==> src/source/orb_pkg.sv <==
// shared widths, constants and state encodings for the frame echo responder; import into each block
package orb_pkg;

  // ======================================================================
  // data widths
  // ======================================================================
  typedef logic [7:0]  byte_t;       // one frame byte
  typedef logic [15:0] frame_len_t;  // frame length in bytes, as in the length FIFO word
  typedef logic [10:0] buf_addr_t;   // transmit buffer byte address
  typedef logic [47:0] mac_addr_t;   // ethernet MAC address
  typedef logic [15:0] ethertype_t;  // ethertype field at bytes 12 and 13

  // ======================================================================
  // protocol and sizing constants
  // ======================================================================
  localparam mac_addr_t  DEVICE_MAC    = 48'h001999cf95fa;  // our own MAC, source of every reply
  localparam ethertype_t ETHERTYPE_ARP = 16'h0806;
  localparam ethertype_t ETHERTYPE_IP  = 16'h0800;
  localparam frame_len_t ETH_HDR_LEN   = 16'd14;            // dst MAC + src MAC + ethertype
  localparam frame_len_t MAX_FRAME_LEN = 16'd1518;          // largest frame that gets echoed
  localparam int         BUF_DEPTH     = 2048;              // transmit RAM size in bytes

  // ======================================================================
  // state machines
  // ======================================================================
  typedef enum logic [2:0] {
    rx_idle,       // wait for a length word and a free builder
    rx_len_wait1,  // length FIFO read strobe is out
    rx_len_wait2,  // length word on the FIFO output, load it
    rx_pull,       // capture pending byte, issue next data read
    rx_wait        // data FIFO read strobe is out
  } rx_state_t;

  typedef enum logic [1:0] {
    bld_idle,     // no frame owned
    bld_payload,  // frame arriving, payload goes to RAM
    bld_header    // writing the 14 reply header bytes
  } build_state_t;

  typedef enum logic [1:0] {
    str_idle,   // nothing to send
    str_prime,  // first RAM read in flight
    str_push,   // one byte per cycle into the tx data FIFO
    str_len     // length word written
  } stream_state_t;

endpackage

==> src/source/tx_frame_streamer.sv <==
// copies a finished reply from the transmit RAM into the tx data FIFO, then writes its length word
`timescale 1ns/100ps

module tx_frame_streamer
  import orb_pkg::*;
(
  input  logic       clk_i,
  input  logic       reset_n,
  input  logic       send_i,           // pulse, frame in RAM from address 0
  input  frame_len_t send_len_i,
  output logic       busy_o,
  output buf_addr_t  buf_rd_addr_o,
  input  byte_t      buf_rd_data_i,    // one cycle behind buf_rd_addr_o
  output byte_t      tx_data_data_o,
  output logic       tx_data_write_o,
  output frame_len_t tx_len_data_o,
  output logic       tx_len_write_o
);

  stream_state_t state;
  frame_len_t    len_cnt;  // bytes still to push

  assign busy_o         = (state != str_idle);
  assign tx_data_data_o = buf_rd_data_i;  // RAM output lines up with the write strobe

  // ======================================================================
  // transmit control FSM
  // ======================================================================
  always_ff @(posedge clk_i or negedge reset_n) begin
    if (!reset_n) begin
      state           <= str_idle;
      len_cnt         <= '0;
      buf_rd_addr_o   <= '0;
      tx_data_write_o <= 1'b0;
      tx_len_data_o   <= '0;
      tx_len_write_o  <= 1'b0;
    end else begin
      tx_data_write_o <= 1'b0;
      tx_len_write_o  <= 1'b0;

      case (state)
        str_idle: begin
          if (send_i) begin
            len_cnt       <= send_len_i;
            tx_len_data_o <= send_len_i;  // held until the length write
            buf_rd_addr_o <= '0;
            state         <= str_prime;
          end
        end

        // prime cycle covers the RAM read latency, both then run the same step
        str_prime, str_push: begin
          if (len_cnt != '0) begin
            tx_data_write_o <= 1'b1;
            len_cnt         <= len_cnt - 16'd1;
            buf_rd_addr_o   <= buf_rd_addr_o + 11'd1;
            state           <= str_push;
          end else begin
            tx_len_write_o <= 1'b1;  // one cycle after the last byte
            state          <= str_len;
          end
        end

        str_len: state <= str_idle;

        default: state <= str_idle;
      endcase
    end
  end

  // builder must wait for busy_o to drop before handing over the next frame
  a_no_send_while_busy: assert property (@(posedge clk_i) disable iff (!reset_n)
    send_i |-> !busy_o)
    else $error("send while streamer busy");

endmodule

==> config.mk <==
export PLATFORM = sky130hd
export DESIGN_NAME = tx_frame_streamer
export DESIGN_NICKNAME = d
export VERILOG_FILES = /design/src/source/orb_pkg.sv /design/src/source/tx_frame_streamer.sv
export SDC_FILE = /design/constraint.sdc
export NUM_CORES = 1
export LEC_CHECK = 0
export ABC_AREA = 0
export BUFFER_PORTS_ARGS = -buffer_cell sky130_fd_sc_hd__buf_2
export CAP_MARGIN = 20
export CORE_ASPECT_RATIO = 1.1
export CORE_MARGIN = 2
export CORE_UTILIZATION = 48
export DETAILED_ROUTE_END_ITERATION = 10
export HOLD_SLACK_MARGIN = 0.15
export MAX_ROUTING_LAYER = met4
export PLACE_DENSITY_LB_ADDON = 0.1
export SLEW_MARGIN = 40
export SYNTH_ARGS = -nofsm -noshare
export SYNTH_HDL_FRONTEND = slang
export SYNTH_SLANG_ARGS = --single-unit
==> constraint.sdc <==
create_clock -name clk_i -period 2.1 [get_ports clk_i]
set_clock_uncertainty 0.05 [all_clocks]
set_input_delay 0.315 -clock clk_i [delete_from_list [all_inputs] [get_ports clk_i]]
set_output_delay 0.315 -clock clk_i [all_outputs]
set_load 0.005 [all_outputs]
==> impl_metrics.env <==
export IMPL_dp_slack_ns=-0.03315
export IMPL_grt_usage_pct=21.97
export IMPL_syn_to_final_growth_pct=23.14
export IMPL_clock_latency_ns=0.30
export IMPL_start_util_pct=50.06
export IMPL_synthCells=259
export IMPL_yosysSeqAreaShare_pct=46.67
export IMPL_cts_path_max_buffers=2
export IMPL_hpwl_um=4125
export IMPL_final_cell_count_no_fill=381
export IMPL_setup_worst_path_class="register to register"
export IMPL_die_x_um=73.09
export IMPL_port_buffers=48
export IMPL_status="finished with violations"
export IMPL_ys_warn_count=0
export IMPL_synth_top_area_share_pct=46.67
export IMPL_ys_flop_type="dfrtp_1"
export IMPL_die_h_um=79.99
export IMPL_dieArea_mm2=0.005846
export IMPL_wl_per_cell_um=15.06
export IMPL_maxCapViolCount=0
export IMPL_synth_top_area_cell="dfrtp_1"
export IMPL_syn_num_nets=290
export IMPL_min_to="tx_len_data_o[14]"
export IMPL_cts_root_buf="clkbuf_8"
export IMPL_syn_avg_cell_area_um2=9.729
export IMPL_fin_area_mm2=0.003103
export IMPL_wirelength_um=5736
export IMPL_synth_area_mm2=0.002520
export IMPL_drt_iter0_drc=98
export IMPL_grt_pass1_vias=2172
export IMPL_hold_viol_final=0
export IMPL_boundaryPins=65
export IMPL_r2r_slack_ns=-0.01
export IMPL_clk_pin_slew_worst_paths_ns=0.08
export IMPL_cp_max_fo=3
export IMPL_endpoint_kind="register"
export IMPL_fmax_ghz=0.4739
export IMPL_holdPathStages=2
export IMPL_place_gp_congestion=0.8377
export IMPL_grt_overflow=0
export IMPL_power_mw=5.023
export IMPL_drc_errors=0
export IMPL_numCtsBuffers=5
export IMPL_firstDrtPassIters=4
export IMPL_vdd_drop_max_v=0.0006842
export IMPL_core_mm2=0.005034
export IMPL_p_leak_nw=1.367
export IMPL_antenna_found_initial=0
export IMPL_final_setup_viol_count=1
export IMPL_synthTopCellsByArea="dfrtp_1 (47%), mux2_2 (7.1%), nand2_1 (3.7%)"
export IMPL_via_per_inst=5.648
export IMPL_p_per_area_mw_per_mm2=1619
export IMPL_drv_slew=0
export IMPL_slew_headroom_pct=60.45
export IMPL_placementRows=27
export IMPL_fin_util_pct=61.65
export IMPL_critical_path_arrival_ns=2.29
export IMPL_tightest_slew_ns=0.5932
export IMPL_violations="setup timing"
export IMPL_holdCritPathClass="input port to register"
export IMPL_async_reset_ff_share_pct=100.0
export IMPL_rsz0062_at_grt="yes"
export IMPL_grt_pass1_wl_um=9860
export IMPL_synth_cell_types=48
export IMPL_r2r_start="len_cnt[0]"
export IMPL_ant_nets=0
export IMPL_yosys_register_bits=47
export IMPL_diodes=0
export IMPL_min_from="send_len_i[14]"
export IMPL_synth_enable_flop_cells=0
export IMPL_drive_gt1_share_pct=36.22
export IMPL_r2r_end="state[0]"
export IMPL_period_minus_slack_ns=2.110
export IMPL_cp_required_ns=2.28
export IMPL_clkSinkCount=47
export IMPL_cp_start_kind="register"
export IMPL_post_dp_cell_area_mm2=0.002949
export IMPL_cts_tree="built"
export IMPL_num_vias=2152
export IMPL_cp_startpoint="len_cnt[0]"
export IMPL_dp_cells=372
export IMPL_timing_final_ws_setup_ns=-0.01015
export IMPL_grt_max_degree=48
export IMPL_nets=355
export IMPL_timing_final_crit_share_pct=100.5
export IMPL_htreeDepth=2
export IMPL_r2r_cells=7
==> synthesized netlist by cell type (2+ instances only) <==
library cell	n
dfrtp_1	47
nand2_1	25
nor2_1	24
a21oi_1	18
mux2_2	16
nand3_1	11
o21ai_0	10
clkbuf_1	9
buf_4	8
xnor2_1	8
nand4_1	7
inv_1	6
nor3_1	5
o22ai_1	5
or3_1	5
a211oi_1	4
a2bb2oi_1	4
ha_1	4
mux2i_1	4
nor4_1	4
o21ai_1	3
a31oi_1	2
nand2b_1	2
nor4b_2	2
o32ai_1	2
or2_2	2
==> metrics by stage <==
step | TNS [ns] | hold WS, ns
after global placement | 0 | 0.3931
final | -0.01015 | 0.2096
after CTS | -0.04811 | 0.2061
after floorplan | 0 | -0.03059
after detailed placement | -0.04255 | 0.3989
after global routing | -0.1134 | 0.1995
==> sequential cells by signal, summed over array words and instances (netlist names) <==
name and count:
len_cnt 16, tx_len_data_o 16, state 2, tx_data_write_o 1, buf_rd_addr_o 11, tx_len_write_o 1
==> metal layers <==
metal / track usage [%] / vias to the layer above / wire length (um)
met4: 7.037 / 0 / 59
met1: 27.74 / 1026 / 2638
met2: 35.50 / 52 / 2801
met3: 4.167 / 7 / 237
met5: - / - / 0
li1: - / 1067 / -
==> kinds of logic after synthesis <==
| family | count (synthesis) | share of synthesized area [%] |
|---|---|---|
| AO/OA/AOI/OAI | 61 | 15.84 |
| XOR/XNOR | 8 | 2.781 |
| adder cells (fa/ha/maj) | 4 | 1.986 |
| buffers and inverters | 26 | 5.114 |
| flip-flops | 47 | 46.67 |
| multiplexers | 20 | 8.739 |
| AND/OR/NAND/NOR | 93 | 18.87 |
==> critical path: stages, from the launching register on <==
cell and delay, ns:
dfrtp_1 0.39, inv_2 0.08, ha_4 0.14, or4b_4 0.47, or3_4 0.36, nor4b_2 0.34, o21ai_1 0.12, o21ai_1 0.09
==> power by group <==
| part | switching (mW) | total [mW] | internal, mW |
|---|---|---|---|
| combinational | 1.52 | 2.88 | 1.37 |
| clock | 0.281 | 0.504 | 0.222 |
| sequential | 0.331 | 1.64 | 1.31 |
| total | 2.13 | 5.02 | 2.90 |
==> what timing repair did <==
action | in CTS | in global routing
endpoints found under the hold margin | 47 | 0
gates cloned | 0 | 0
pin swaps | 3 | 1
hold buffers | 1 | 0
setup endpoints to repair | 3 | 7
buffers inserted | 2 | 0
gates resized for setup | 4 | 7
==> cell type report <==
cell class              instances  area [um2]
inverters                       7       30.03
flip-flops and latches         47        1176
fillers                       421        1931
clock buffers                   6       72.57
multi-input cells             186        1279
well taps                      58       72.57
repair buffers                 77       473.0
==> how the worst max path moves through the flow <==
stage	endpoint	cells past startpoint
after global routing	state[0]	7
after global placement	buf_rd_addr_o[8]	9
after detailed placement	buf_rd_addr_o[8]	9
after floorplan	len_cnt[12]	7
after CTS	len_cnt[12]	7
final	state[0]	7
==> layout by cell type, fill, tap and decap left out, types with 5 or more instances in the layout <==
cell type,netlist,layout
a21oi_1,18,18
buf_2,1,48
buf_4,8,27
clkbuf_8,0,5
dfrtp_1,47,47
mux2_2,16,15
nand2_1,25,25
nand3_1,11,11
nand4_1,7,7
nor2_1,24,24
nor3_1,5,5
o21ai_0,10,10
or3_1,5,5
xnor2_1,8,8
Power figures use the tool's default switching activity.
