==> config.mk <==
export PLATFORM = sky130hd
export DESIGN_NAME = reply_frame_builder_flat
export DESIGN_NICKNAME = d
export VERILOG_FILES = /design/src/source/orb_pkg.sv /design/src/source/rx_frame_if.sv /design/src/source/reply_frame_builder.sv /design/src/flat_wrapper.sv
export SDC_FILE = /design/constraint.sdc
export NUM_CORES = 1
export LEC_CHECK = 0
export BUFFER_PORTS_ARGS = -buffer_cell sky130_fd_sc_hd__buf_2
export CAP_MARGIN = 20
export CORE_UTILIZATION = 45
export CTS_CLUSTER_DIAMETER = 60
export CTS_CLUSTER_SIZE = 12
export DETAILED_ROUTE_END_ITERATION = 10
export MAX_ROUTING_LAYER = met4
export PLACE_DENSITY = 0.7
export SYNTH_ARGS = -nofsm -noshare
export SYNTH_HDL_FRONTEND = slang
export SYNTH_SLANG_ARGS = --single-unit
==> constraint.sdc <==
create_clock -name clk_i -period 7.8 [get_ports clk_i]
set_input_delay 1.17 -clock clk_i [delete_from_list [all_inputs] [get_ports clk_i]]
set_output_delay 1.17 -clock clk_i [all_outputs]
set_load 0.02 [all_outputs]
==> src/source/orb_pkg.sv <==
// shared widths, constants and state encodings for the frame echo responder; import into each block
package orb_pkg;

  // ======================================================================
  // data widths
  // ======================================================================
  typedef logic [7:0]  byte_t;       // one frame byte
  typedef logic [15:0] frame_len_t;  // frame length in bytes, as in the length FIFO word
  typedef logic [10:0] buf_addr_t;   // transmit buffer byte address
  typedef logic [47:0] mac_addr_t;   // ethernet MAC address
  typedef logic [15:0] ethertype_t;  // ethertype field at bytes 12 and 13

  // ======================================================================
  // protocol and sizing constants
  // ======================================================================
  localparam mac_addr_t  DEVICE_MAC    = 48'h001999cf95fa;  // our own MAC, source of every reply
  localparam ethertype_t ETHERTYPE_ARP = 16'h0806;
  localparam ethertype_t ETHERTYPE_IP  = 16'h0800;
  localparam frame_len_t ETH_HDR_LEN   = 16'd14;            // dst MAC + src MAC + ethertype
  localparam frame_len_t MAX_FRAME_LEN = 16'd1518;          // largest frame that gets echoed
  localparam int         BUF_DEPTH     = 2048;              // transmit RAM size in bytes

  // ======================================================================
  // state machines
  // ======================================================================
  typedef enum logic [2:0] {
    rx_idle,       // wait for a length word and a free builder
    rx_len_wait1,  // length FIFO read strobe is out
    rx_len_wait2,  // length word on the FIFO output, load it
    rx_pull,       // capture pending byte, issue next data read
    rx_wait        // data FIFO read strobe is out
  } rx_state_t;

  typedef enum logic [1:0] {
    bld_idle,     // no frame owned
    bld_payload,  // frame arriving, payload goes to RAM
    bld_header    // writing the 14 reply header bytes
  } build_state_t;

  typedef enum logic [1:0] {
    str_idle,   // nothing to send
    str_prime,  // first RAM read in flight
    str_push,   // one byte per cycle into the tx data FIFO
    str_len     // length word written
  } stream_state_t;

endpackage

==> src/source/rx_frame_if.sv <==
// decoded receive byte stream between frame reader and reply builder; instantiate once per echo path
`timescale 1ns/100ps

interface rx_frame_if
  import orb_pkg::*;
();

  logic       frame_start;    // pulse, new length loaded
  logic       byte_valid;     // strobe, one per received byte
  byte_t      byte_data;      // received byte
  frame_len_t byte_index;     // position of byte_data in the frame
  frame_len_t frame_len;      // held from frame_start
  logic       frame_end;      // pulse, cycle after the last byte strobe
  logic       frame_keep;     // sampled with frame_end, ARP or IP and in range
  logic       builder_ready;  // level, builder and streamer both free

  modport reader (
    output frame_start, byte_valid, byte_data, byte_index,
    output frame_len, frame_end, frame_keep,
    input  builder_ready
  );

  modport builder (
    input  frame_start, byte_valid, byte_data, byte_index,
    input  frame_len, frame_end, frame_keep,
    output builder_ready
  );

endinterface

==> src/source/reply_frame_builder.sv <==
// assembles the echo reply in the transmit RAM and kicks the streamer once the frame is complete
`timescale 1ns/100ps

module reply_frame_builder
  import orb_pkg::*;
(
  input  logic        clk_i,
  input  logic        reset_n,
  rx_frame_if.builder frame_i,
  output logic        buf_wr_en_o,
  output buf_addr_t   buf_wr_addr_o,
  output byte_t       buf_wr_data_o,
  output logic        send_o,          // pulse, reply ready in RAM
  output frame_len_t  send_len_o,
  input  logic        stream_busy_i    // streamer still reading the RAM
);

  build_state_t state;
  mac_addr_t    dst_mac;    // received source MAC, becomes reply destination
  ethertype_t   ethertype;  // echoed unchanged
  logic [3:0]   hdr_cnt;    // header byte 0..13
  logic [111:0] hdr_bytes;  // reply header, byte 0 in the top bits
  logic         take_byte;  // payload byte accepted this cycle
  logic         in_header;

  assign hdr_bytes = {dst_mac, DEVICE_MAC, ethertype};
  assign take_byte = (state == bld_payload) && frame_i.byte_valid;
  assign in_header = (state == bld_header);

  // busy from frame_start until the streamer lets go, send_o covers the handover cycle
  assign frame_i.builder_ready = (state == bld_idle) && !send_o && !stream_busy_i;

  // ======================================================================
  // build control
  // ======================================================================
  always_ff @(posedge clk_i or negedge reset_n) begin
    if (!reset_n) begin
      state       <= bld_idle;
      hdr_cnt     <= '0;
      buf_wr_en_o <= 1'b0;
      send_o      <= 1'b0;
      send_len_o  <= '0;
    end else begin
      buf_wr_en_o <= 1'b0;
      send_o      <= 1'b0;

      case (state)
        bld_idle: begin
          if (frame_i.frame_start) state <= bld_payload;
        end

        bld_payload: begin
          // payload goes straight to its final address, header slots left for later
          if (frame_i.byte_valid && (frame_i.byte_index >= ETH_HDR_LEN) &&
              (frame_i.byte_index < BUF_DEPTH)) begin
            buf_wr_en_o <= 1'b1;
          end
          if (frame_i.frame_end) begin
            if (frame_i.frame_keep) begin
              hdr_cnt    <= '0;
              send_len_o <= frame_i.frame_len;
              state      <= bld_header;
            end else begin
              state <= bld_idle;  // dropped, bytes already drained
            end
          end
        end

        bld_header: begin
          buf_wr_en_o <= 1'b1;
          hdr_cnt     <= hdr_cnt + 4'd1;
          if (hdr_cnt == 4'd13) begin  // last header byte
            send_o <= 1'b1;
            state  <= bld_idle;
          end
        end

        default: state <= bld_idle;
      endcase
    end
  end

  // ======================================================================
  // header fields and RAM write bus
  // ======================================================================
  always_ff @(posedge clk_i) begin
    if (take_byte) begin
      if ((frame_i.byte_index >= 16'd6) && (frame_i.byte_index <= 16'd11)) begin
        dst_mac <= {dst_mac[39:0], frame_i.byte_data};  // shifts in MSB first
      end
      if ((frame_i.byte_index == 16'd12) || (frame_i.byte_index == 16'd13)) begin
        ethertype <= {ethertype[7:0], frame_i.byte_data};
      end
    end

    if (in_header) begin
      buf_wr_addr_o <= buf_addr_t'(hdr_cnt);
      buf_wr_data_o <= hdr_bytes[8 * (4'd13 - hdr_cnt) +: 8];
    end else if (take_byte) begin
      buf_wr_addr_o <= buf_addr_t'(frame_i.byte_index);
      buf_wr_data_o <= frame_i.byte_data;
    end
  end

  // the RAM holds a single frame, a write during streaming corrupts the reply
  a_no_write_while_streaming: assert property (@(posedge clk_i) disable iff (!reset_n)
    buf_wr_en_o |-> !stream_busy_i)
    else $error("transmit RAM written while streamer busy");

endmodule

==> src/flat_wrapper.sv <==
// flat-port wrapper written by rule: the top's interface ports become plain ports
module reply_frame_builder_flat import orb_pkg::*;
  (clk_i, reset_n, buf_wr_en_o, buf_wr_addr_o, buf_wr_data_o, send_o, send_len_o, stream_busy_i, frame_i_frame_start, frame_i_byte_valid, frame_i_byte_data, frame_i_byte_index, frame_i_frame_len, frame_i_frame_end, frame_i_frame_keep, frame_i_builder_ready);
  rx_frame_if frame_i_i ();
  input  logic clk_i;
  input  logic reset_n;
  output logic buf_wr_en_o;
  output buf_addr_t buf_wr_addr_o;
  output byte_t buf_wr_data_o;
  output logic send_o;
  output frame_len_t send_len_o;
  input  logic stream_busy_i;
  input wire logic [$bits(frame_i_i.frame_start)-1:0] frame_i_frame_start;
  input wire logic [$bits(frame_i_i.byte_valid)-1:0] frame_i_byte_valid;
  input wire logic [$bits(frame_i_i.byte_data)-1:0] frame_i_byte_data;
  input wire logic [$bits(frame_i_i.byte_index)-1:0] frame_i_byte_index;
  input wire logic [$bits(frame_i_i.frame_len)-1:0] frame_i_frame_len;
  input wire logic [$bits(frame_i_i.frame_end)-1:0] frame_i_frame_end;
  input wire logic [$bits(frame_i_i.frame_keep)-1:0] frame_i_frame_keep;
  output wire logic [$bits(frame_i_i.builder_ready)-1:0] frame_i_builder_ready;
  assign frame_i_i.frame_start = frame_i_frame_start;
  assign frame_i_i.byte_valid = frame_i_byte_valid;
  assign frame_i_i.byte_data = frame_i_byte_data;
  assign frame_i_i.byte_index = frame_i_byte_index;
  assign frame_i_i.frame_len = frame_i_frame_len;
  assign frame_i_i.frame_end = frame_i_frame_end;
  assign frame_i_i.frame_keep = frame_i_frame_keep;
  assign frame_i_builder_ready = frame_i_i.builder_ready;
  reply_frame_builder u_core (.clk_i(clk_i), .reset_n(reset_n), .frame_i(frame_i_i), .buf_wr_en_o(buf_wr_en_o), .buf_wr_addr_o(buf_wr_addr_o), .buf_wr_data_o(buf_wr_data_o), .send_o(send_o), .send_len_o(send_len_o), .stream_busy_i(stream_busy_i));
endmodule
==> out/metrics.cfg <==
[timing]
fin_tns_setup_ps=0
rsz0062_at_grt=false
finalHoldViolCount=0
slew_headroom_pct=48.4
max_freq_ghz=0.349
maxSlewViolCount=0
skew_ps=10.7
tightest_slew_ps=775
final.min_clock_period_ps=2860
setup_viol=0
period_share_pct=36.7

[global_routing]
grt_overflow=0
grt_max_degree=49
grt_use_total_pct=18.1
grt_pass1_wl_um=13800
antenna_found_initial=0
grt_pass1_vias=2629

[worst_setup_path]
crit_slowest_cell=or4_1
critical_path.top_delay_family=simple AND/OR/NAND/NOR gates
timing_worst_setup_path_type=input port to register
worstPathArrival_ps=2870
worstSetupStartpointType=input port
crit_required_ps=7810
crit_chain=buf_2 -> or4_1 -> nor4_1 -> nand2_1 -> nor2_4 -> buf_4
cp-end-kind=register
reg2reg_setup_slack_ps=4950
critical_path_peak_fanout=48
cp_num_buf_inv=2
cpPeakStageDelay_ps=500
regToRegStartpoint=u_core.hdr_cnt[1]$_DFFE_PN0P_
reg2reg_depth=6
r2r-end=u_core.buf_wr_data_o[3]$_DFFE_PP_

[drt]
wire_per_inst_um=16.7
ant_nets=0
vias_per_cell=5.37
firstDrtPassIters=4
postRouteWirelength_um=8980
drcViolationCount=0
drt_iter0_markers=142
vias=2896

[clock_network]
clkLatencyLatePin_ps=370
cts-htree-levels=3
cts_setup_buffers=0
numCtsBuffers=9
clk_pin_slew_ps=100
cts_hold_buffers=0
cts_tree=done
clockBufferDepth=2
clock_sinks=107
cts-root-buf=clkbuf_8
cts_resized=0

[hold_path]
min_from=u_core.dst_mac[7]$_DFFE_PP_
min_to=u_core.dst_mac[15]$_DFFE_PP_
min_path_type=register to register
hold_depth=0

[finish]
nFillCells=852
finalInstanceArea_mm2=0.00533
layout.nets=456
diodes=0
area_delta_synth_final_pct=16.9
drive_gt1_share_pct=35.7

[synth]
ys_warn_count=0
synth_top_family_by_area=multiplexers
synth_edf_count=76
synth_nets=373
yosysSeqAreaShare_pct=66.4
synthMuxAreaShare_pct=12.0
syn_area_per_cell_um2=14.3
syn_inst=318
synthAdderAreaFrac_pct=2.20
synth_compound_area_share_pct=8.35
ys_seq_elements=107
syn_area_mm2=0.00456
synthDistinctLibCells=50
yosys.area_share.simple_pct=8.05
async_reset_ff_share_pct=22.4
synth_ff_type=edfxtp_1
yosys.area_share.xor_xnor_pct=0.714

[placement]
io_buffer_count=84
gp_congestion=0.734
place_hpwl_um=5930
placed_area_mm2=0.00511

[run_status]
status=finished clean

[floorplan]
fp.dieH_um=103
num_io_pins=85
dieArea_mm2=0.0105
rows=36
initial_utilization_pct=46.6
die_w_um=103
coreArea_mm2=0.00977

[power_and_ir_drop]
power_density_mw_per_mm2=328
leakagePower_nw=2.05
peakVddDrop_v=0.000216

[flow_run]
drv_cap=0

-- cell usage after synthesis, drive strengths merged, types with 3 or more instances --
cell type / number / area, um^2
edfxtp: 76 / 2280
nand2: 45 / 169
mux2: 31 / 349
dfrtp: 24 / 601
a21oi: 17 / 85.1
nand3: 11 / 55.1
buf: 9 / 48.8
clkbuf: 8 / 30.0
ha: 8 / 100
dfxtp: 7 / 140
o21ai: 7 / 35.0
mux2i: 6 / 60.1
mux4: 6 / 139
inv: 5 / 18.8
nor3: 5 / 25.0
a221o: 4 / 40.0
nor2: 4 / 15.0
a21boi: 3 / 22.5
a31oi: 3 / 18.8
nor2b: 3 / 18.8
-- area by class of cell --
type	instances	area [um^2]	area share [%]
Tap cell	133	166	3.12
Clock buffer	12	135	2.54
Inverter	7	26.3	0.493
Sequential cell	107	3020	56.7
Clock inverter	4	75.1	1.41
Multi-Input combinational cell	187	1440	27.0
Timing Repair Buffer	89	462	8.67
-- sequential cells by signal, indices dropped and copies added, names as in the netlist --
name,flops
u_core.ethertype,16
u_core.hdr_cnt,4
u_core.send_o,1
u_core.buf_wr_addr_o,11
u_core.dst_mac,48
u_core.buf_wr_data_o,8
u_core.state,2
u_core.send_len_o,16
u_core.buf_wr_en_o,1
-- report_power, final --
group	switching (mW)	internal, mW	total, mW
clock	0.179	0.181	0.361
sequential	0.0496	0.711	0.760
combinational	0.384	0.241	0.624
total	0.612	1.13	1.75
-- how the worst max path moves through the flow --
stage                                  start                           endpoint  slack (ps)  cells past startpoint
2_1_floorplan          frame_i_byte_index[6]        u_core.dst_mac[0]$_DFFE_PP_        3300                      4
3_3_place_gp           frame_i_byte_index[6]      u_core.ethertype[3]$_DFFE_PP_        4320                      5
3_5_place_dp           frame_i_byte_index[6]      u_core.ethertype[7]$_DFFE_PP_        4200                      5
4_1_cts                frame_i_byte_index[6]     u_core.ethertype[11]$_DFFE_PP_        4640                      5
5_1_grt        u_core.hdr_cnt[1]$_DFFE_PN0P_  u_core.buf_wr_data_o[3]$_DFFE_PP_        4700                      6
6_report               frame_i_byte_index[6]        u_core.dst_mac[8]$_DFFE_PP_        4940                      6
-- per-stage QoR --
step	utilization (%)	hold slack (ps)	total power [mW]	std cells	worst slack, ps
final	54.5	441	1.75	539	4940
after global routing	54.5	459	1.84	539	4700
after CTS	54.4	438	1.76	538	4640
after detailed placement	52.2	433	1.40	522	4200
after global placement	52.2	428	1.39	522	4320
after floorplan	-	417	1.21	318	3300
-- routing by layer --
| metal | vias up | global-route usage, % | share of wire [%] |
|---|---|---|---|
| met4 | 0 | 5.93 | 0.96 |
| li1 | 1372 | - | - |
| met3 | 11 | 4.47 | 5.0 |
| met1 | 1411 | 24.4 | 46 |
| met5 | - | - | 0 |
| met2 | 102 | 27.0 | 48 |
-- cell usage in the layout (no fill, tap or decap), types with 2 or more instances in the layout --
cell,Yosys,layout
buf_2,6,84
edfxtp_1,76,76
nand2_1,45,45
mux2_2,31,31
dfrtp_1,24,24
a21oi_1,17,17
nand3_1,11,11
clkbuf_8,0,9
ha_1,8,8
o21ai_0,7,7
dfxtp_1,7,7
mux2i_1,6,6
mux4_2,5,5
inv_1,5,5
nor3_1,5,4
a221o_1,4,4
buf_4,2,4
a21boi_0,3,3
a31oi_1,3,3
nor2b_1,3,3
nor2_1,4,3
clkbuf_1,8,3
clkinv_1,2,2
or4_1,2,2
a2111oi_0,2,2
a311oi_1,2,2
o311ai_0,2,2
a32o_1,2,2
a21bo_2,2,2
o221ai_1,2,2
a22o_1,2,2
clkinvlp_4,0,2
bufinv_16,0,2
-- cell families after synthesis --
logic type	after synthesis
compound gates	54
xor+xnor	2
fa+ha+maj	8
buf+inv	24
flops	107
mux	43
simple gates	80
No activity file was read; power rests on OpenSTA's default activity.
