File: src/source/orb_pkg.sv
// shared widths, constants and state encodings for the frame echo responder; import into each block
package orb_pkg;

  // ======================================================================
  // data widths
  // ======================================================================
  typedef logic [7:0]  byte_t;       // one frame byte
  typedef logic [15:0] frame_len_t;  // frame length in bytes, as in the length FIFO word
  typedef logic [10:0] buf_addr_t;   // transmit buffer byte address
  typedef logic [47:0] mac_addr_t;   // ethernet MAC address
  typedef logic [15:0] ethertype_t;  // ethertype field at bytes 12 and 13

  // ======================================================================
  // protocol and sizing constants
  // ======================================================================
  localparam mac_addr_t  DEVICE_MAC    = 48'h001999cf95fa;  // our own MAC, source of every reply
  localparam ethertype_t ETHERTYPE_ARP = 16'h0806;
  localparam ethertype_t ETHERTYPE_IP  = 16'h0800;
  localparam frame_len_t ETH_HDR_LEN   = 16'd14;            // dst MAC + src MAC + ethertype
  localparam frame_len_t MAX_FRAME_LEN = 16'd1518;          // largest frame that gets echoed
  localparam int         BUF_DEPTH     = 2048;              // transmit RAM size in bytes

  // ======================================================================
  // state machines
  // ======================================================================
  typedef enum logic [2:0] {
    rx_idle,       // wait for a length word and a free builder
    rx_len_wait1,  // length FIFO read strobe is out
    rx_len_wait2,  // length word on the FIFO output, load it
    rx_pull,       // capture pending byte, issue next data read
    rx_wait        // data FIFO read strobe is out
  } rx_state_t;

  typedef enum logic [1:0] {
    bld_idle,     // no frame owned
    bld_payload,  // frame arriving, payload goes to RAM
    bld_header    // writing the 14 reply header bytes
  } build_state_t;

  typedef enum logic [1:0] {
    str_idle,   // nothing to send
    str_prime,  // first RAM read in flight
    str_push,   // one byte per cycle into the tx data FIFO
    str_len     // length word written
  } stream_state_t;

endpackage

File: src/source/rx_frame_if.sv
// decoded receive byte stream between frame reader and reply builder; instantiate once per echo path
`timescale 1ns/100ps

interface rx_frame_if
  import orb_pkg::*;
();

  logic       frame_start;    // pulse, new length loaded
  logic       byte_valid;     // strobe, one per received byte
  byte_t      byte_data;      // received byte
  frame_len_t byte_index;     // position of byte_data in the frame
  frame_len_t frame_len;      // held from frame_start
  logic       frame_end;      // pulse, cycle after the last byte strobe
  logic       frame_keep;     // sampled with frame_end, ARP or IP and in range
  logic       builder_ready;  // level, builder and streamer both free

  modport reader (
    output frame_start, byte_valid, byte_data, byte_index,
    output frame_len, frame_end, frame_keep,
    input  builder_ready
  );

  modport builder (
    input  frame_start, byte_valid, byte_data, byte_index,
    input  frame_len, frame_end, frame_keep,
    output builder_ready
  );

endinterface

File: src/source/rx_frame_reader.sv
// pulls frames out of the receive length and data FIFOs and hands them on as a byte stream
`timescale 1ns/100ps

module rx_frame_reader
  import orb_pkg::*;
(
  input  logic       clk_i,
  input  logic       reset_n,
  input  logic       rx_len_empty_i,   // length FIFO empty
  input  frame_len_t rx_len_data_i,    // length word, valid the cycle after the read
  output logic       rx_len_read_o,
  input  byte_t      rx_data_data_i,   // data byte, valid the cycle after the read
  output logic       rx_data_read_o,
  rx_frame_if.reader frame_o
);

  rx_state_t  state;
  frame_len_t len_cnt;    // bytes not yet requested from the data FIFO
  frame_len_t idx_cnt;    // index of the next byte to capture
  logic       byte_pend;  // a data read is out, byte due this cycle in rx_pull
  ethertype_t ethertype;  // captured from bytes 12 and 13
  logic       type_ok;
  logic       len_ok;

  // keep decision, only ARP and IPv4 frames of sane length get echoed
  assign type_ok = (ethertype == ETHERTYPE_ARP) || (ethertype == ETHERTYPE_IP);
  assign len_ok  = (frame_o.frame_len >= ETH_HDR_LEN) && (frame_o.frame_len <= MAX_FRAME_LEN);

  // ======================================================================
  // receive control FSM
  // ======================================================================
  always_ff @(posedge clk_i or negedge reset_n) begin
    if (!reset_n) begin
      state               <= rx_idle;
      rx_len_read_o       <= 1'b0;
      rx_data_read_o      <= 1'b0;
      len_cnt             <= '0;
      idx_cnt             <= '0;
      byte_pend           <= 1'b0;
      ethertype           <= '0;
      frame_o.frame_start <= 1'b0;
      frame_o.byte_valid  <= 1'b0;
      frame_o.byte_data   <= '0;
      frame_o.byte_index  <= '0;
      frame_o.frame_len   <= '0;
      frame_o.frame_end   <= 1'b0;
      frame_o.frame_keep  <= 1'b0;
    end else begin
      rx_len_read_o       <= 1'b0;  // strobes default low
      rx_data_read_o      <= 1'b0;
      frame_o.frame_start <= 1'b0;
      frame_o.byte_valid  <= 1'b0;
      frame_o.frame_end   <= 1'b0;

      case (state)
        rx_idle: begin
          if (!rx_len_empty_i && frame_o.builder_ready) begin  // only one frame in flight
            rx_len_read_o <= 1'b1;
            state         <= rx_len_wait1;
          end
        end

        rx_len_wait1: state <= rx_len_wait2;  // FIFO output settles

        rx_len_wait2: begin
          frame_o.frame_len   <= rx_len_data_i;
          len_cnt             <= rx_len_data_i;
          idx_cnt             <= '0;
          frame_o.frame_start <= 1'b1;
          state               <= rx_pull;
        end

        rx_pull: begin
          if (byte_pend) begin  // byte requested two cycles ago is on the bus now
            frame_o.byte_data  <= rx_data_data_i;
            frame_o.byte_index <= idx_cnt;
            frame_o.byte_valid <= 1'b1;
            idx_cnt            <= idx_cnt + 16'd1;
            byte_pend          <= 1'b0;
            if (idx_cnt == 16'd12) ethertype[15:8] <= rx_data_data_i;
            if (idx_cnt == 16'd13) ethertype[7:0]  <= rx_data_data_i;
          end
          if (len_cnt != '0) begin
            rx_data_read_o <= 1'b1;       // request next byte
            len_cnt        <= len_cnt - 16'd1;
            byte_pend      <= 1'b1;
            state          <= rx_wait;
          end else if (!byte_pend) begin  // last strobe went out last cycle
            frame_o.frame_end  <= 1'b1;
            frame_o.frame_keep <= type_ok && len_ok;
            state              <= rx_idle;
          end
        end

        rx_wait: state <= rx_pull;  // data read strobe is high this cycle

        default: state <= rx_idle;
      endcase
    end
  end

  // ======================================================================
  // checks
  // ======================================================================
  a_one_fifo_read: assert property (@(posedge clk_i) disable iff (!reset_n)
    !(rx_len_read_o && rx_data_read_o))
    else $error("length and data FIFO read together");

  a_byte_spacing: assert property (@(posedge clk_i) disable iff (!reset_n)
    frame_o.byte_valid |=> !frame_o.byte_valid)
    else $error("byte_valid high in consecutive cycles");

endmodule

File: src/flat_wrapper.sv
// flat-port wrapper written by rule: the top's interface ports become plain ports
module rx_frame_reader_flat import orb_pkg::*;
  (clk_i, reset_n, rx_len_empty_i, rx_len_data_i, rx_len_read_o, rx_data_data_i, rx_data_read_o, frame_o_frame_start, frame_o_byte_valid, frame_o_byte_data, frame_o_byte_index, frame_o_frame_len, frame_o_frame_end, frame_o_frame_keep, frame_o_builder_ready);
  rx_frame_if frame_o_i ();
  input  logic clk_i;
  input  logic reset_n;
  input  logic rx_len_empty_i;
  input  frame_len_t rx_len_data_i;
  output logic rx_len_read_o;
  input  byte_t rx_data_data_i;
  output logic rx_data_read_o;
  output wire logic [$bits(frame_o_i.frame_start)-1:0] frame_o_frame_start;
  output wire logic [$bits(frame_o_i.byte_valid)-1:0] frame_o_byte_valid;
  output wire logic [$bits(frame_o_i.byte_data)-1:0] frame_o_byte_data;
  output wire logic [$bits(frame_o_i.byte_index)-1:0] frame_o_byte_index;
  output wire logic [$bits(frame_o_i.frame_len)-1:0] frame_o_frame_len;
  output wire logic [$bits(frame_o_i.frame_end)-1:0] frame_o_frame_end;
  output wire logic [$bits(frame_o_i.frame_keep)-1:0] frame_o_frame_keep;
  input wire logic [$bits(frame_o_i.builder_ready)-1:0] frame_o_builder_ready;
  assign frame_o_frame_start = frame_o_i.frame_start;
  assign frame_o_byte_valid = frame_o_i.byte_valid;
  assign frame_o_byte_data = frame_o_i.byte_data;
  assign frame_o_byte_index = frame_o_i.byte_index;
  assign frame_o_frame_len = frame_o_i.frame_len;
  assign frame_o_frame_end = frame_o_i.frame_end;
  assign frame_o_frame_keep = frame_o_i.frame_keep;
  assign frame_o_i.builder_ready = frame_o_builder_ready;
  rx_frame_reader u_core (.clk_i(clk_i), .reset_n(reset_n), .rx_len_empty_i(rx_len_empty_i), .rx_len_data_i(rx_len_data_i), .rx_len_read_o(rx_len_read_o), .rx_data_data_i(rx_data_data_i), .rx_data_read_o(rx_data_read_o), .frame_o(frame_o_i));
endmodule
File: config.mk
export PLATFORM = sky130hd
export DESIGN_NAME = rx_frame_reader_flat
export DESIGN_NICKNAME = d
export VERILOG_FILES = /design/src/source/orb_pkg.sv /design/src/source/rx_frame_if.sv /design/src/source/rx_frame_reader.sv /design/src/flat_wrapper.sv
export SDC_FILE = /design/constraint.sdc
export NUM_CORES = 1
export LEC_CHECK = 0
export ABC_CLOCK_PERIOD_IN_PS = 5700
export BUFFER_PORTS_ARGS = -buffer_cell sky130_fd_sc_hd__clkbuf_2
export CAP_MARGIN = 40
export CORE_UTILIZATION = 50
export DETAILED_ROUTE_END_ITERATION = 12
export GPL_TIMING_DRIVEN = 0
export MAX_ROUTING_LAYER = met4
export PLACE_DENSITY = 0.82
export SLEW_MARGIN = 30
export SYNTH_ARGS = -nofsm -noshare
export SYNTH_HDL_FRONTEND = slang
export SYNTH_SLANG_ARGS = --single-unit
File: constraint.sdc
create_clock -name clk_i -period 5.7 [get_ports clk_i]
set_input_delay 0.285 -clock clk_i [delete_from_list [all_inputs] [get_ports clk_i]]
set_output_delay 0.285 -clock clk_i [all_outputs]
set_load 0.005 [all_outputs]
==> results_dict.tcl, run 1 <==
set metrics [dict create \
    slew_viol_final 0 \
    drtIter0Drc 245 \
    path_class "flip-flop to flip-flop" \
    netlist_area_um2 4550 \
    required_ns 5.95 \
    rr_startpoint "u_core.len_cnt[7]" \
    core_area_um2 8760 \
    wl_um 11500 \
    hold_end "u_core.frame_o.frame_len[4]" \
    synth.area.top_cells "dfrtp_1 54%, nand2_1 11%, mux2_2 4.2%" \
    drive_gt1_share_pct 22.1 \
    reg2regPathDepth 4 \
    grt_first_pass_wirelength_um 19100 \
    initial_core_util_pct 51.9 \
    status "finished, final reports clean" \
    diodes 0 \
    num_io_pins 74 \
    fin_skew_ns 0.0122 \
    ys_warn_count 0 \
    max_freq_mhz 413 \
    drc_errors 0 \
    critPathSlowestCell "nor4_2" \
    ys_seq_area_share_pct 53.9 \
    power_w 0.00238 \
    dp_worst_setup_slack_ns 3.28 \
    synth_common_cells "137 x nand2_1, 98 x dfrtp_1, 19 x nor2_1" \
    cts_resized 0 \
    grt_usage_pct 26.2 \
    maxCapViolations 0 \
    crit_fanout 8 \
    worst_slew_pin_slew_ns 0.723 \
    clkSinkCount 98 \
    grt_max_degree 60 \
    peakVddDrop_mv 0.234 \
    path_delay_family "simple AND/OR/NAND/NOR gates" \
    ant_nets 0 \
    holdPathStages 3 \
    finalCritPeriodShare_pct 42.4 \
    dieArea_um2 9480 \
    post_drt_wl_per_cell_um 17.1 \
    first_global_vias 3885 \
    syn-num-nets 505 \
    cts_buffer_depth 2 \
    grt_setup_unrepaired "false" \
    grt.overflow.total 0 \
    power_density_nw_per_um2 450 \
    hp-start "rx_len_data_i[4]" \
    crit_path_end_kind "flip-flop" \
    relSlewSlack_pct 51.4 \
    drt-vias-per-instance 5.96 \
    cts_buffers 9 \
    cts_tree "built" \
    clkLatencyLatePin_ns 0.36 \
    min_path_type "primary input to flip-flop" \
    area_delta_synth_final_pct 16.3 \
    cp_num_buf_inv 0 \
    die_w_um 97.3 \
    die_y_um 97.3 \
    layout_setup_ws_ns 3.28 \
    synth_seq_cells 98 \
    slowest_delay_ns 0.70 \
    clk_pin_slew_ns 0.10 \
    async_flop_share_pct 100 \
    h-tree-depth 3 \
    fin_nets 594 \
    crit_arrival_ns 2.67 \
    synthCells 472 \
    vias 4015 \
    ys.flop_type "dfrtp_1" \
    yosysTopAreaCellShare_pct 53.9 \
    dp_hpwl_um 8380 \
    p_leak_nw 2.63 \
    synth_edf_count 0 \
    drtPass1Iterations 5 \
    synth_cell_types 56 \
    startpoint_type "flip-flop" \
    antenna_found_initial 0 \
    cts-root-buf "clkbuf_8" \
    finalSetupViolCount 0 \
    rr_endpoint "u_core.frame_o.frame_keep" \
    setup_tns_ns 0 \
    port_buffers 73 \
    yosysTopAreaCell "dfrtp_1" \
    synth.avg_cell_area_um2 9.63 \
    cp_cell_sequence "nor4_2 > nand4_1 > nor3_1 > mux2_2" \
    synth.most_common_cell "nand2_1" \
    finalHoldViolations 0 \
    rrSetupSlack_ns 3.28 \
    period_needed_ns 2.42 \
    place.gp.congestion 0.937 \
    rows 34 \
]
==> timing repair <==
action | 4_1_cts | 5_1_grt
hold buffers | 1 | 0
buffers inserted | 0 | 0
hold endpoints to repair | 39 | 0
==> tightest hold or removal path: stages <==
cell,delay [ns]
clkbuf_2,0.08
nand2_1,0.06
nand2_1,0.05
==> state kept, by name (all words and copies together) (netlist names) <==
name / cells
u_core.frame_o.frame_start: 1
u_core.frame_o.frame_end: 1
u_core.rx_data_read_o: 1
u_core.idx_cnt: 16
u_core.frame_o.frame_keep: 1
u_core.len_cnt: 16
u_core.byte_pend: 1
u_core.frame_o.frame_len: 16
u_core.frame_o.byte_index: 16
u_core.frame_o.byte_valid: 1
u_core.state: 3
u_core.rx_len_read_o: 1
u_core.ethertype: 16
u_core.frame_o.byte_data: 8
==> through the flow <==
stage	cell area, um^2	hold slack, ns	util [%]	instances
floorplan	4550	-0.0106	-	472
finish	5290	0.141	60.3	674
global placement	5050	0.456	57.6	653
detailed placement	5090	0.231	58.0	655
global route	5290	0.129	60.3	674
CTS	5280	0.132	60.2	672
==> area by class of cell <==
| cell class | instances | area (um^2) |
|---|---|---|
| clock buffers | 9 | 124 |
| plain buffers | 26 | 105 |
| repair buffers | 78 | 424 |
| inverters | 7 | 26.3 |
| fillers | 750 | 3480 |
| flip-flops and latches | 98 | 2450 |
| well taps | 108 | 135 |
| multi-input cells | 341 | 1960 |
| clock inverters | 7 | 58.8 |
==> worst max-delay path by stage <==
stage	from	endpoint	slack, ns	cells past startpoint
floorplan	u_core.state[0]	u_core.idx_cnt[15]	3.73	6
global placement	reset_n	u_core.frame_o.frame_len[4]	3.16	1
detailed placement	u_core.len_cnt[4]	u_core.frame_o.frame_keep	3.28	4
CTS	u_core.len_cnt[7]	u_core.frame_o.frame_keep	3.28	4
global route	u_core.len_cnt[0]	u_core.frame_o.frame_keep	3.05	6
finish	u_core.len_cnt[7]	u_core.frame_o.frame_keep	3.28	4
==> power by group <==
part	switching (W)	leakage, nW	internal [W]
logic	0.000571	1.26	0.000330
registers	0.000175	1.28	0.000877
clock network	0.000261	0.0925	0.000167
==> metal layers <==
metal	vias to the layer above	part of all wire, %	GRT usage, %
li1	1842	-	-
met1	1955	43	34.7
met2	193	48	40.5
met3	25	7.0	4.75
met4	0	2.6	10.3
met5	-	0	-
==> logic make-up (layout without fill, tap and decap cells) <==
group           count (synthesis)  count (layout)  synth area share (%)
buf+inv                        33             127                  2.89
compound gates                 63              63                  9.83
fa+ha+maj                       5               5                  1.38
mux                            17              17                  4.21
flops                          98              98                  53.9
simple gates                  246             246                  25.8
xor+xnor                       10              10                  1.93
==> placed cells by master, fill, tap and decap left out, drive strengths merged, types with 3 or more instances in the layout <==
| cell | n |
|---|---|
| a21oi | 8 |
| a22o | 3 |
| a22oi | 4 |
| and3 | 3 |
| and4 | 4 |
| buf | 10 |
| clkbuf | 102 |
| clkinv | 3 |
| dfrtp | 98 |
| ha | 5 |
| inv | 10 |
| mux2 | 17 |
| nand2 | 137 |
| nand2b | 4 |
| nand3 | 14 |
| nand4 | 13 |
| nor2 | 19 |
| nor3 | 13 |
| nor4 | 15 |
| o211ai | 3 |
| o21ai | 16 |
| o31ai | 7 |
| or4 | 9 |
| xnor2 | 5 |
| xor2 | 5 |
(Power assumes the default switching activity.)
==> run 2: changes to the inputs <==
--- a/config.mk
+++ b/config.mk
@@ -5,14 +5,15 @@
 export SDC_FILE = /design/constraint.sdc
 export NUM_CORES = 1
 export LEC_CHECK = 0
-export ABC_CLOCK_PERIOD_IN_PS = 5700
+export ABC_AREA = 1
+export ABC_CLOCK_PERIOD_IN_PS = 2320
 export BUFFER_PORTS_ARGS = -buffer_cell sky130_fd_sc_hd__clkbuf_2
 export CAP_MARGIN = 40
 export CORE_UTILIZATION = 50
 export DETAILED_ROUTE_END_ITERATION = 12
 export GPL_TIMING_DRIVEN = 0
 export MAX_ROUTING_LAYER = met4
-export PLACE_DENSITY = 0.82
+export PLACE_DENSITY = 0.81
 export SLEW_MARGIN = 30
 export SYNTH_ARGS = -nofsm -noshare
 export SYNTH_HDL_FRONTEND = slang
==> constraint.sdc (replaced) <==
create_clock -name clk_i -period 2.32 [get_ports clk_i]
set_input_delay 0.116 -clock clk_i [delete_from_list [all_inputs] [get_ports clk_i]]
set_output_delay 0.116 -clock clk_i [all_outputs]
set_load 0.005 [all_outputs]
==> run 2 against run 1 <==
Net effect:
- sequential share of layout area down 4.4 points
- register-to-register slack worse by 2.8 ns
- clock skew up 0.00068 ns
- highest routed layer unchanged
- routed wire length up 7.7%
- setup slack worse by 2.8 ns
- critical endpoint is now u_core.len_cnt[15]
- critical path type unchanged
==> results_dict.tcl, run 2 <==
set metrics [dict create \
    status "finished, final reports clean" \
    cp_num_buf_inv 2 \
    cts-root-buf "clkbuf_8" \
    place.gp.congestion 0.912 \
    vias 4557 \
    path_delay_family "simple AND/OR/NAND/NOR gates" \
    drtPass1Iterations 5 \
    antenna_found_initial 0 \
    ys.flop_type "dfrtp_1" \
    final_common_cell "nand2_1" \
    yosysTopAreaCell "dfrtp_1" \
    worst_slew_pin_slew_ns 0.655 \
    layout_common_cells "188 x nand2_1, 98 x dfrtp_1, 74 x inv_1" \
    drive_gt1_share_pct 18.2 \
    relSlewSlack_pct 56.3 \
    min_path_type "primary input to flip-flop" \
    max_freq_mhz 533 \
    h-tree-depth 3 \
    first_global_vias 4355 \
    p_leak_nw 2.96 \
    period_needed_ns 1.88 \
    grt_busiest_layer "met2" \
    grt_usage_pct 26.7 \
    cp_common_cell "nand2_1" \
    synth_cell_types 27 \
    synth_edf_count 0 \
    post_drt_wl_per_cell_um 14.3 \
    final_core_util_pct 60.4 \
    grt_setup_unrepaired "false" \
    power_density_nw_per_um2 1140 \
    cts_tree "built" \
    yosysTopAreaCellShare_pct 49.3 \
    critPathSlowestCell "dfrtp_1" \
    fin_nets 765 \
    maxCapViolations 0 \
    post_cts_buffers 0 \
    grt_max_degree 65 \
    grt_use_met2_pct 44.4 \
    ant_nets 0 \
    finalSetupViolCount 0 \
    clk_pin_slew_ns 0.11 \
    layout_setup_ws_ns 0.443 \
    cp_cell_sequence "inv_1 > ha_1 > nand2_1 > nor2_1 > nand2_1 > nand2_1 > nand2_1 > buf_2 > nand3_1 > nand2_1" \
    rows 36 \
    startpoint_type "flip-flop" \
    slew_viol_final 0 \
    dp_worst_setup_slack_ns 0.486 \
    port_buffers 73 \
    synth_common_cells "188 x nand2_1, 98 x dfrtp_1, 74 x inv_1" \
    fin_skew_ns 0.0129 \
    crit_fanout 10 \
    path_class "flip-flop to flip-flop" \
    grt_use_met1_pct 33.5 \
    synth_seq_cells 98 \
    ys_warn_count 0 \
    area_delta_synth_final_pct 17.6 \
    grt.overflow.total 0 \
    cts_buffer_depth 2 \
    finalHoldViolations 0 \
    finalCritPeriodShare_pct 80.9 \
    synthCells 638 \
    netlist_area_um2 4970 \
    crit_arrival_ns 2.14 \
    synth.avg_cell_area_um2 7.79 \
    initial_core_util_pct 51.3 \
    drt-vias-per-instance 5.24 \
    dp_hpwl_um 9220 \
    drtIter0Drc 323 \
    synth.most_common_cell "nand2_1" \
    num_io_pins 74 \
    syn-num-nets 671 \
    clkSinkCount 98 \
    die_w_um 102 \
    die_y_um 102 \
    dieArea_um2 10300 \
    cts_resized 0 \
    async_flop_share_pct 100 \
    cts_buffers 9 \
    ys_seq_area_share_pct 49.3 \
    synth.area.top_cells "dfrtp_1 49%, nand2_1 14%, inv_1 5.6%" \
    grt_first_pass_wirelength_um 20700 \
    slowest_delay_ns 0.42 \
    required_ns 2.58 \
    diodes 0 \
    crit_path_end_kind "flip-flop" \
    drc_errors 0 \
    grtUsageMet3_pct 4.00 \
    core_area_um2 9680 \
    clkLatencyLatePin_ns 0.37 \
    peakVddDrop_mv 0.635 \
    wl_um 12400 \
]
==> run 2: cell families after synthesis <==
kind of cell | Yosys count | synth area share (%)
xor gates and xnor gates | 1 | 0.176
adders and majority gates | 5 | 1.26
and+or+nand+nor | 342 | 30.1
buffers and inverters | 97 | 8.31
DFF | 98 | 49.3
AOI/OAI and AO/OA | 95 | 10.9
==> run 2: routing by layer <==
| layer | wire length [um] | part of all wire, % | vias to the layer above |
|---|---|---|---|
| met5 | 0 | 0 | - |
| met4 | 233 | 1.9 | 0 |
| met3 | 693 | 5.6 | 20 |
| met2 | 6090 | 49 | 173 |
| met1 | 5380 | 43 | 2137 |
| li1 | - | - | 2227 |
==> run 2: path summary, 6_finish.rpt <==
kind	endpoint	depth (start not counted)	startpoint	slack, ns
max reg2reg	u_core.len_cnt[15]	10	u_core.len_cnt[0]	0.44
max in group asynchronous	u_core.len_cnt[15]	3	reset_n	1.50
min	u_core.frame_o.frame_len[0]	3	rx_len_data_i[0]	0.02
min reg2reg	u_core.frame_o.byte_data[0]	2	u_core.frame_o.byte_data[0]	0.50
min in group asynchronous	u_core.frame_o.byte_index[12]	2	reset_n	0.21
max	u_core.len_cnt[15]	10	u_core.len_cnt[0]	0.44
==> run 2: worst min-delay path, cell delays in order <==
cell and delay (ns):
clkbuf_2 0.09, nand2_1 0.07, o21ai_0 0.09
==> run 2: cell type report <==
class                      count  area (um^2)
buffer                        20          121
clock buffer                   9          124
clock inverter                 7         95.1
fill                         868         3840
inverter                      77          292
multi-input combinational    443         2100
sequential                    98         2450
tap                          133          166
timing repair buffer          83          492
==> run 2: per-stage QoR <==
stage	instances	setup TNS [ns]	hold slack [ns]	power (W)	instance area (um^2)
2_1_floorplan	638	0	-0.180	0.00440	4970
3_3_place_gp	844	-6.41	0.291	0.00532	5500
3_5_place_dp	845	0	0.0470	0.00544	5540
4_1_cts	870	0	0.0127	0.00667	5850
5_1_grt	870	0	0.0323	0.00722	5850
6_report	870	0	0.0228	0.00666	5850
==> run 2: power by group <==
group,internal [W],switching [W],total (W)
Clock,0.000530,0.000682,0.00121
Combinational,0.000954,0.00187,0.00282
Sequential,0.00220,0.000426,0.00262
Total,0.00368,0.00297,0.00666
==> run 2: what timing repair did <==
| item | in CTS | in global routing |
|---|---|---|
| hold endpoints to repair | 44 | 0 |
| setup endpoints to repair | 0 | 0 |
| hold buffers | 9 | 0 |
